--- config.mk ---
export PLATFORM = sky130hd
export DESIGN_NAME = sbit_align_top
export DESIGN_NICKNAME = d
export VERILOG_FILES = /design/src/sbit_align_pkg.sv /design/src/align_apb_regs.sv /design/src/frame_aligner.sv /design/src/frame_bitslip.sv /design/src/sbit_align_top.sv
export SDC_FILE = /design/constraint.sdc
export NUM_CORES = 2
export LEC_CHECK = 0
export BUFFER_PORTS_ARGS = -buffer_cell sky130_fd_sc_hd__buf_4
export CAP_MARGIN = 10
export CORE_MARGIN = 2
export CORE_UTILIZATION = 59
export CTS_CLUSTER_SIZE = 40
export DETAILED_ROUTE_END_ITERATION = 7
export GPL_ROUTABILITY_DRIVEN = 0
export PLACE_DENSITY = 0.82
export SLEW_MARGIN = 20
export SYNTH_ARGS = -nofsm -noshare
export SYNTH_HDL_FRONTEND = slang
export SYNTH_SLANG_ARGS = --single-unit
--- constraint.sdc ---
create_clock -name clock -period 6.1 [get_ports clock]
set_clock_uncertainty 0.1 [all_clocks]
set_input_delay 0.61 -clock clock [delete_from_list [all_inputs] [get_ports clock]]
set_output_delay 0.61 -clock clock [all_outputs]
set_load 0.1 [all_outputs]
--- src/sbit_align_pkg.sv ---
// S-bit aligner shared constants: channel geometry, APB widths and register map
package sbit_align_pkg;

  // ------------------------------
  // Channel geometry
  // ------------------------------

  // Input channels on the board
  localparam int NUM_CHANNELS = 4;
  // Bits per lane per frame clock
  localparam int FRAME_SIZE   = 8;
  // Byte lanes per channel
  localparam int LANES        = 8;
  // Trigger bits per channel per frame
  localparam int MXSBITS      = LANES * FRAME_SIZE;
  // Slip count selects one of FRAME_SIZE windows
  localparam int SLIP_WIDTH   = $clog2(FRAME_SIZE);
  // Stable-cycle threshold width
  localparam int COUNT_WIDTH  = 12;

  // ------------------------------
  // APB register map
  // ------------------------------

  localparam int APB_ADDR_WIDTH = 8;
  localparam int APB_DATA_WIDTH = 32;

  localparam logic [APB_ADDR_WIDTH-1:0] ADDR_CTRL        = 8'h00;
  localparam logic [APB_ADDR_WIDTH-1:0] ADDR_READY_COUNT = 8'h04;
  localparam logic [APB_ADDR_WIDTH-1:0] ADDR_STATUS      = 8'h08;

  // CTRL bit 8, write one for a single-cycle soft reset
  localparam int SOFT_RESET_BIT = 8;
  // STATUS field holding the unstable flags
  localparam int UNSTABLE_LSB   = 8;

  // Threshold after power-up
  localparam logic [COUNT_WIDTH-1:0] READY_COUNT_RESET = 12'd16;

endpackage

--- src/align_apb_regs.sv ---
`timescale 1ns/1ps
// Aligner register block: APB slave for channel mask, ready threshold, soft reset and status
module align_apb_regs (
  input  logic                                      clock,
  input  logic                                      reset,
  input  logic                                      psel,
  input  logic                                      penable,
  input  logic                                      pwrite,
  input  logic [sbit_align_pkg::APB_ADDR_WIDTH-1:0] paddr,
  input  logic [sbit_align_pkg::APB_DATA_WIDTH-1:0] pwdata,
  output logic [sbit_align_pkg::APB_DATA_WIDTH-1:0] prdata,
  output logic                                      pready,
  output logic                                      pslverr,
  input  logic [sbit_align_pkg::NUM_CHANNELS-1:0]   aligned,
  input  logic [sbit_align_pkg::NUM_CHANNELS-1:0]   unstable,
  output logic [sbit_align_pkg::NUM_CHANNELS-1:0]   channel_mask,
  output logic [sbit_align_pkg::COUNT_WIDTH-1:0]    ready_count,
  output logic                                      soft_reset
);

  import sbit_align_pkg::*;

  logic access;
  logic write_en;
  logic hit_ctrl;
  logic hit_ready_count;
  logic hit_status;
  logic mapped;

  // ------------------------------
  // Access decode
  // ------------------------------

  // Zero wait states, every access phase completes
  assign pready = 1'b1;

  assign access   = psel & penable;
  assign write_en = access & pwrite;

  assign hit_ctrl        = (paddr == ADDR_CTRL);
  assign hit_ready_count = (paddr == ADDR_READY_COUNT);
  assign hit_status      = (paddr == ADDR_STATUS);
  assign mapped          = hit_ctrl | hit_ready_count | hit_status;

  // Unmapped address, or a write to the read-only status
  assign pslverr = access & (~mapped | (pwrite & hit_status));

  // ------------------------------
  // Writable registers
  // ------------------------------

  always_ff @(posedge clock) begin
    if (reset) begin
      channel_mask <= '0;
      ready_count  <= READY_COUNT_RESET;
    end else if (write_en) begin
      if (hit_ctrl) begin
        channel_mask <= pwdata[NUM_CHANNELS-1:0];
      end
      if (hit_ready_count) begin
        ready_count <= pwdata[COUNT_WIDTH-1:0];
      end
    end
  end

  // Self-clearing, high for the cycle after the write
  always_ff @(posedge clock) begin
    if (reset) begin
      soft_reset <= 1'b0;
    end else begin
      soft_reset <= write_en & hit_ctrl & pwdata[SOFT_RESET_BIT];
    end
  end

  // ------------------------------
  // Read mux
  // ------------------------------

  // Valid in the access phase
  // Soft reset bit always reads zero
  always_comb begin
    prdata = '0;
    if (hit_ctrl) begin
      prdata[NUM_CHANNELS-1:0] = channel_mask;
    end else if (hit_ready_count) begin
      prdata[COUNT_WIDTH-1:0] = ready_count;
    end else if (hit_status) begin
      prdata[NUM_CHANNELS-1:0]            = aligned;
      prdata[UNSTABLE_LSB +: NUM_CHANNELS] = unstable;
    end
  end

endmodule

--- src/frame_aligner.sv ---
`timescale 1ns/1ps
// Frame aligner: decodes the SoF phase, slips all lanes and tracks alignment for one channel
module frame_aligner (
  input  logic                                   clock,
  input  logic                                   reset,
  input  logic                                   soft_reset,
  input  logic                                   mask,
  input  logic [sbit_align_pkg::COUNT_WIDTH-1:0] ready_count,
  input  logic [sbit_align_pkg::MXSBITS-1:0]     sbits_in,
  input  logic [sbit_align_pkg::FRAME_SIZE-1:0]  start_of_frame,
  output logic [sbit_align_pkg::MXSBITS-1:0]     sbits_out,
  output logic                                   sot_is_aligned,
  output logic                                   sot_unstable
);

  import sbit_align_pkg::*;

  // Hardware or register soft reset
  logic                   chan_reset;
  // Data lanes run only when enabled and aligned
  logic                   lane_reset;
  logic [FRAME_SIZE-1:0]  sof_reg;
  logic [SLIP_WIDTH-1:0]  slip_next;
  logic                   good_next;
  logic [SLIP_WIDTH-1:0]  slip_count;
  logic                   sof_good;
  logic [FRAME_SIZE-1:0]  sof_slipped;
  logic                   sof_locked;
  logic [COUNT_WIDTH-1:0] stable_count;

  assign chan_reset = reset | soft_reset;
  assign lane_reset = chan_reset | mask | ~sot_is_aligned;

  // ------------------------------
  // SoF capture and decode
  // ------------------------------

  // Edge 1, raw SoF sample
  always_ff @(posedge clock) begin
    sof_reg <= start_of_frame;
  end

  // One-hot at bit p gives slip (p+1) mod 8
  // Anything else falls back to slip 1 and is flagged bad
  always_comb begin
    slip_next = SLIP_WIDTH'(1);
    good_next = 1'b0;
    for (int p = 0; p < FRAME_SIZE; p++) begin
      if (sof_reg == (FRAME_SIZE'(1) << p)) begin
        slip_next = SLIP_WIDTH'(p + 1);
        good_next = 1'b1;
      end
    end
  end

  // Edge 2, slip count and good flag
  always_ff @(posedge clock) begin
    if (chan_reset) begin
      slip_count <= SLIP_WIDTH'(1);
      sof_good   <= 1'b0;
    end else begin
      slip_count <= slip_next;
      sof_good   <= good_next;
    end
  end

  // ------------------------------
  // Lane slips
  // ------------------------------

  for (genvar i = 0; i < LANES; i++) begin : g_lane
    frame_bitslip u_data_slip (
      .clock      (clock),
      .reset      (lane_reset),
      .slip_count (slip_count),
      .din        (sbits_in[i*FRAME_SIZE +: FRAME_SIZE]),
      .dout       (sbits_out[i*FRAME_SIZE +: FRAME_SIZE])
    );
  end

  // Monitor lane, SoF slipped by its own count
  frame_bitslip u_sof_slip (
    .clock      (clock),
    .reset      (chan_reset),
    .slip_count (slip_count),
    .din        (sof_reg),
    .dout       (sof_slipped)
  );

  // Correct slip lands the SoF on the top bit only
  assign sof_locked = sof_slipped[FRAME_SIZE-1] & ~|sof_slipped[FRAME_SIZE-2:0];

  // ------------------------------
  // Stability and flags
  // ------------------------------

  // Edge 3, saturating count of good SoF cycles
  always_ff @(posedge clock) begin
    if (chan_reset) begin
      stable_count <= '0;
    end else if (!sof_good) begin
      stable_count <= '0;
    end else if (stable_count >= ready_count) begin
      // Also pulls the count down if the threshold was lowered
      stable_count <= ready_count;
    end else begin
      stable_count <= stable_count + 1'b1;
    end
  end

  // Edge 4, aligned once the threshold is reached
  always_ff @(posedge clock) begin
    if (chan_reset) begin
      sot_is_aligned <= 1'b0;
    end else begin
      sot_is_aligned <= (stable_count == ready_count) & sof_locked;
    end
  end

  // Sticky, bad SoF while aligned
  always_ff @(posedge clock) begin
    if (chan_reset) begin
      sot_unstable <= 1'b0;
    end else if (sot_is_aligned && !sof_good) begin
      sot_unstable <= 1'b1;
    end
  end

endmodule

--- src/frame_bitslip.sv ---
`timescale 1ns/1ps
// Frame bitslip: registered 8-bit window taken across the previous and current frame
module frame_bitslip (
  input  logic                                  clock,
  input  logic                                  reset,
  input  logic [sbit_align_pkg::SLIP_WIDTH-1:0] slip_count,
  input  logic [sbit_align_pkg::FRAME_SIZE-1:0] din,
  output logic [sbit_align_pkg::FRAME_SIZE-1:0] dout
);

  import sbit_align_pkg::*;

  // ------------------------------
  // Frame history
  // ------------------------------

  // Frame seen on the previous clock
  logic [FRAME_SIZE-1:0]   din_prev;
  // Current frame on top, previous below
  logic [2*FRAME_SIZE-1:0] window;

  assign window = {din, din_prev};

  // ------------------------------
  // Slip register
  // ------------------------------

  // Slip of n takes bits [n+7:n]
  // n = 0 gives the previous frame unchanged
  // Larger n pulls in low bits of the current frame
  always_ff @(posedge clock) begin
    if (reset) begin
      // History cleared too, so the first frame after reset
      // is padded with zeros from below
      din_prev <= '0;
      dout     <= '0;
    end else begin
      din_prev <= din;
      dout     <= window[slip_count +: FRAME_SIZE];
    end
  end

endmodule

--- src/sbit_align_top.sv ---
`timescale 1ns/1ps
// S-bit input front end: APB register block driving four per-channel frame aligners
module sbit_align_top (
  input  logic                                                            clock,
  input  logic                                                            reset,
  input  logic                                                            psel,
  input  logic                                                            penable,
  input  logic                                                            pwrite,
  input  logic [sbit_align_pkg::APB_ADDR_WIDTH-1:0]                       paddr,
  input  logic [sbit_align_pkg::APB_DATA_WIDTH-1:0]                       pwdata,
  output logic [sbit_align_pkg::APB_DATA_WIDTH-1:0]                       prdata,
  output logic                                                            pready,
  output logic                                                            pslverr,
  input  logic [sbit_align_pkg::NUM_CHANNELS*sbit_align_pkg::MXSBITS-1:0] sbits_in,
  input  logic [sbit_align_pkg::NUM_CHANNELS*sbit_align_pkg::FRAME_SIZE-1:0]
                                                                          start_of_frame,
  output logic [sbit_align_pkg::NUM_CHANNELS*sbit_align_pkg::MXSBITS-1:0] sbits_out,
  output logic [sbit_align_pkg::NUM_CHANNELS-1:0]                         aligned
);

  import sbit_align_pkg::*;

  // Register block outputs, shared by every channel
  logic [NUM_CHANNELS-1:0] channel_mask;
  logic [COUNT_WIDTH-1:0]  ready_count;
  logic                    soft_reset;
  // Sticky per-channel flags back to STATUS
  logic [NUM_CHANNELS-1:0] unstable;

  // ------------------------------
  // Register block
  // ------------------------------

  align_apb_regs u_regs (
    .clock        (clock),
    .reset        (reset),
    .psel         (psel),
    .penable      (penable),
    .pwrite       (pwrite),
    .paddr        (paddr),
    .pwdata       (pwdata),
    .prdata       (prdata),
    .pready       (pready),
    .pslverr      (pslverr),
    .aligned      (aligned),
    .unstable     (unstable),
    .channel_mask (channel_mask),
    .ready_count  (ready_count),
    .soft_reset   (soft_reset)
  );

  // ------------------------------
  // Channel aligners
  // ------------------------------

  // Channel c owns slice c of each wide bus
  for (genvar c = 0; c < NUM_CHANNELS; c++) begin : g_chan
    frame_aligner u_aligner (
      .clock          (clock),
      .reset          (reset),
      .soft_reset     (soft_reset),
      .mask           (channel_mask[c]),
      .ready_count    (ready_count),
      .sbits_in       (sbits_in[c*MXSBITS +: MXSBITS]),
      .start_of_frame (start_of_frame[c*FRAME_SIZE +: FRAME_SIZE]),
      .sbits_out      (sbits_out[c*MXSBITS +: MXSBITS]),
      .sot_is_aligned (aligned[c]),
      .sot_unstable   (unstable[c])
    );
  end

endmodule

* Yosys cells after proc, flatten, opt, wreduce, memory -nomap -nowiden
Index checks and enable logic that the tools add are counted.
** Word-level totals
- Register bits :: 697
- Latch bits :: 0
- Memory bits (writable) :: 0
- Memory bits (read-only) :: 0
- Input port bits :: 333
- Output and inout bits :: 294
- Logic and storage cells :: 318
- Memories :: 0
** Cells by class
- $add $sub $neg :: 4
- $mul :: 0
- Divide/modulo/power cells :: 0
- Magnitude comparators :: 4
- Equality and inequality tests :: 38
- Shift-type cells :: 36
- Mux-type cells :: 71
- Bitwise gates (word level) :: 35
- Reduce and logical (&&, ||, !) cells :: 27
** Operators with widths (count)
- variable part select 16 x 4 -> 8 bit :: 36
- adder 12 x 1 -> 12 bit (second input constant) :: 4
- equality test 12 bit :: 4
- greater-or-equal comparator 12 bit :: 4
- two-way mux 12 bit :: 4
- two-way mux 3 bit :: 16
- equality test 8 x 3 -> 1 bit (second input constant) :: 5
- equality test 8 x 4 -> 1 bit (second input constant) :: 5
- two-way mux 1 bit :: 36
- equality test 8 x 1 -> 1 bit (second input constant) :: 4
- equality test 8 x 2 -> 1 bit (second input constant) :: 4
- equality test 8 x 5 -> 1 bit (second input constant) :: 4
- equality test 8 x 6 -> 1 bit (second input constant) :: 4
- equality test 8 x 7 -> 1 bit (second input constant) :: 4
- equality test 8 bit (second input constant) :: 4
- OR reduction 7 bit :: 4
- two-way mux 4 bit :: 6
- two-way mux 2 bit :: 8
- OR reduction 2 bit :: 8
- bitwise AND 1 bit :: 14
- bitwise OR 1 bit :: 12
- inverter 1 bit :: 9
- zero test 1 bit :: 8
- zero test 8 bit :: 1
- 3 further kinds :: 7

* Logic depth before layout (Yosys ltp)
- Depth after elaboration :: 9
- Gate-level depth with buffers :: 8
- Depth with buffers taken out :: 7

* Modules after synthesis
A second synthesis with hierarchy kept.
** Second synthesis, totals
- Cell total of the unflattened synthesis :: 3314
- Area, all modules :: 34546.9 um2
** Modules (own cells, without submodules)
- frame_bitslip :: instances 36, cells an instance 68, area an instance 752.0 um2, sequential area each 320.3 um2
- frame_aligner (g_chan[1].u_aligner ...) :: instances 3, cells an instance 182, area an instance 1555.2 um2, sequential area each 520.5 um2
- frame_aligner (g_chan[0].u_aligner) :: instances 1, cells an instance 186, area an instance 1571.5 um2, sequential area each 520.5 um2
- align_apb_regs :: instances 1, cells an instance 134, area an instance 1238.7 um2, sequential area each 340.3 um2

* Least setup slack after synthesis
Ideal clock, no wire load.
- Kind :: in2out
- Start point :: input port paddr[2] in the netlist's numbering
- End point :: output port prdata[10] in the netlist's numbering
- Arrival :: 2.491 ns
- Required time :: 5.390 ns
- Slack :: 2.899 ns
- Stages :: 5
- Path buffers :: 2
- Path through :: buf_2 -> nor2b_1 -> clkbuf_1 -> a22oi_1 -> nor2_1
** Between the ends
- Longest elaborated chain between the ends :: 4
- Elaborated cells on any way between the ends :: 6
- Those cells by class :: 2 x eq/ne; 3 x mux; 1 x reduce/logical
** RTL lines
- start, declared :: line sbit_align_top.sv:9 : input logic [sbit_align_pkg::APB_ADDR_WIDTH-1:0] paddr,
- equality test 8 x 4 -> 1 bit :: line align_apb_regs.sv:42 : assign hit_status = (paddr == ADDR_STATUS);
- two-way mux 4 bit :: line align_apb_regs.sv:87 : end else if (hit_status) begin
- two-way mux 4 bit :: line align_apb_regs.sv:85 : end else if (hit_ready_count) begin
- two-way mux 8 bit * :: line align_apb_regs.sv:83 : if (hit_ctrl) begin
- end, declared :: line sbit_align_top.sv:11 : output logic [sbit_align_pkg::APB_DATA_WIDTH-1:0] prdata,
Mark *: on every way between the ends. The rest lies on a longest branch, timed or not.

* Worst setup path after layout
- Start point :: register u_regs.ready_count[5] in the netlist's numbering
- End point :: register g_chan[0].u_aligner.stable_count[6]
** Between the ends
- Longest elaborated chain between the ends :: 2
** RTL lines
- start, declared :: line align_apb_regs.sv:17 : output logic [sbit_align_pkg::COUNT_WIDTH-1:0] ready_count,
- start signal, assigned :: line align_apb_regs.sv:61 : ready_count <= pwdata[COUNT_WIDTH-1:0];
- greater-or-equal comparator 12 bit :: line frame_aligner.sv:103 : end else if (stable_count >= ready_count) begin
- two-way mux 12 bit :: line frame_aligner.sv:103
- end signal, assigned :: line frame_aligner.sv:105 : stable_count <= ready_count;
- end signal, assigned :: line frame_aligner.sv:107 : stable_count <= stable_count + 1'b1;
- end, declared :: line frame_aligner.sv:29 : logic [COUNT_WIDTH-1:0] stable_count;
Every way passes these cells.
A chain may end at the register's enable or synchronous reset.

==> results.cfg <==
[drt]
ant_nets = 0
vias = 25300
drt_wl_total_um = 89400
avgViaCountPerCell = 5.99
first_iter_violations = 1783
drc = 0
dr.pass1.iters = 5
wire_per_inst_um = 21.2

[timing]
fin_crit_sh_pct = 52.2
period_needed_ns = 3.18
rsz0062_at_grt = false
worstMarginPinSlew_ns = 1.10
setup_tns_ns = 0
fin_ws_ns = 2.92
setup_viol = 0
timing.slew.headroom_pct = 26.1
fmax_mhz = 314
hold_viol = 0
finalMaxSlewViolations = 0

[clocking]
ctsHoldBuffers = 32
cts_setup_buffers = 0
htree_levels = 3
cts_tree = built
cts_made_buffers = 72
clockRootBuffer = clkbuf_16
post_cts_resized = 0
clockBufferDepth = 3
cts.sinks = 697
clk_latency_ns = 0.60
clk_transition_reported_paths_ns = 0.06

[placement]
dpl.hpwl_um = 63500
port_buffers = 585
post-place-ws_ns = 3.08

[power]
powerDensity_nw_per_um2 = 237
leakagePower_nw = 14.8
worst_ir_drop_vdd_mv = 0.213

[finish]
drive_above_1_share_pct = 30.5
nets = 3784
fillers = 3838
ff_latch_area_um2 = 14000
reg_top3 = g_chan.u_aligner.g_lane.u_data_slip.din_prev: 256 flops, g_chan.u_aligner.g_lane.u_data_slip.dout: 256 flops, g_chan.u_aligner.stable_count: 48 flops
multi_input_area_um2 = 18200
fin_util_pct = 72.4
area_delta_synth_final_pct = 21.8

[yosys]
yosysTopAreaCell = dfxtp_1
yosys-top-cells-count = 697 x dfxtp_1, 488 x mux2i_1, 348 x nor2_1
yosysMostFrequentCell = dfxtp_1
synth_area_um2 = 33400
netlist_instances = 2921
synth_area_per_cell_um2 = 11.4
synthFlopType = dfxtp_1
seq_area_frac_synth_pct = 41.8
synth_edf_count = 0
synth_seq_cells = 697
ys_warn_count = 0
async_reset_ff_share_pct = 0
yosysUniqueCellTypes = 53
synth_top_area_share_pct = 41.8
synth_area_leaders = dfxtp_1 42%, mux4_2 19%, mux2i_1 15%

[grt]
grt_pass1_vias = 25600
antenna_found_initial = 9
grt_max_degree = 73
grt_use_total_pct = 29.8
grt_pass1_wl_um = 141000
grt.overflow.total = 0

[die]
die_y_um = 242
io_pins = 627
rows = 87
initial_core_util_pct = 59.4
die_width_um = 242
core-area_um2 = 56200
die_area_um2 = 58500

[setup_path]
crit_fanout = 12
cp-end-kind = flop
required_ns = 6.50
worstSetupPathType = flop to flop
start_kind = flop
cp.arrival_ns = 3.58

[job]
drv_cap = 0

[hold_path]
hp-class = input pin to flop

[status]
status = finished, final reports clean
layout by cell type, fill, tap and decap left out, types with 10 or more instances in the layout:
cell / synthesis / layout
dfxtp_1: 697 / 685
buf_4: 41 / 607
mux2i_1: 488 / 488
nor2_1: 348 / 347
and2_1: 292 / 292
mux4_2: 288 / 288
nor3_1: 93 / 93
clkbuf_16: 0 / 76
a21oi_1: 65 / 65
ha_1: 52 / 52
nand2_1: 35 / 35
nand3_1: 33 / 33
o21ai_0: 33 / 33
dlygate4sd3_1: 0 / 32
xnor2_1: 28 / 28
inv_1: 26 / 26
xor2_1: 23 / 23
nor4_1: 23 / 23
conb_1: 2 / 21
clkbuf_8: 0 / 19
and3_1: 16 / 16
nand4_1: 14 / 14
dfxtp_4: 0 / 12
and4_1: 11 / 11
clkinv_2: 0 / 11
clkbuf_1: 121 / 10
worst paths after layout:
kind              cells after the start  slack [ns]                                   to                              from
setup / recovery                      7        2.92  g_chan[0].u_aligner.stable_count[6]             u_regs.ready_count[5]
hold / removal                        2        0.10                                 flop                      sbits_in[79]
setup reg to reg                      7        2.92  g_chan[0].u_aligner.stable_count[6]             u_regs.ready_count[5]
hold reg to reg                       2        0.38     g_chan[3].u_aligner.sot_unstable  g_chan[3].u_aligner.sot_unstable
report_power, final:
group	leakage (nW)	switching, W	internal, W
logic	7.95	0.000262	0.000264
registers	5.64	0.0000476	0.00458
clock network	1.21	0.00182	0.00268
worst max-delay path, cell delays in order (launching register included):
cell and delay, ns:
dfxtp_1 0.64, inv_1 0.24, ha_1 0.35, a21o_1 0.18
a221o_1 0.36, a221oi_2 0.77, a21oi_1 0.19, nor4_1 0.26
per-stage QoR:
| step | total power, W | cell area, µm² | cells | hold slack (ns) |
|---|---|---|---|---|
| after global placement | 0.00521 | 37800 | 4046 | 0.360 |
| after detailed placement | 0.00523 | 37800 | 4046 | 0.363 |
| final | 0.00965 | 40700 | 4218 | 0.103 |
| after CTS | 0.00972 | 40600 | 4207 | 0.0678 |
| after global routing | 0.00995 | 40700 | 4218 | 0.0941 |
| after floorplan | 0.00499 | 33500 | 2940 | 0.337 |
metal layers:
layer	vias up	global-route usage, %	share of wire, %	wire [µm]
li1	11500	-	-	-
met1	12500	35.8	38	33800
met2	1073	52.2	51	45700
met3	219	5.76	7.1	6350
met4	0	12.7	4.1	3630
met5	-	0	0	0
final cells by class:
cell class	instances	share of cell area, %
antenna	8	0.0492
clock buffer	105	5.41
clock inverter	24	0.606
inverter	26	0.240
multi-input combinational	1960	44.8
sequential	697	34.4
tap	756	2.33
timing repair buffer	642	12.2
kinds of logic (layout without fill, tap and decap cells):
| group | count (synthesis) | in the layout | share of synthesized area, % |
|---|---|---|---|
| and+or+nand+nor | 906 | 906 | 13.9 |
| muxes | 776 | 776 | 34.1 |
| DFF | 697 | 697 | 41.8 |
| buffers and inverters | 283 | 797 | 3.98 |
| AOI/OAI and AO/OA | 153 | 153 | 2.92 |
| adders and majority gates | 53 | 53 | 1.98 |
| xor gates and xnor gates | 51 | 51 | 1.34 |
| other | 2 | 29 | 0.0225 |
No activity file was read; power rests on OpenSTA's default activity.
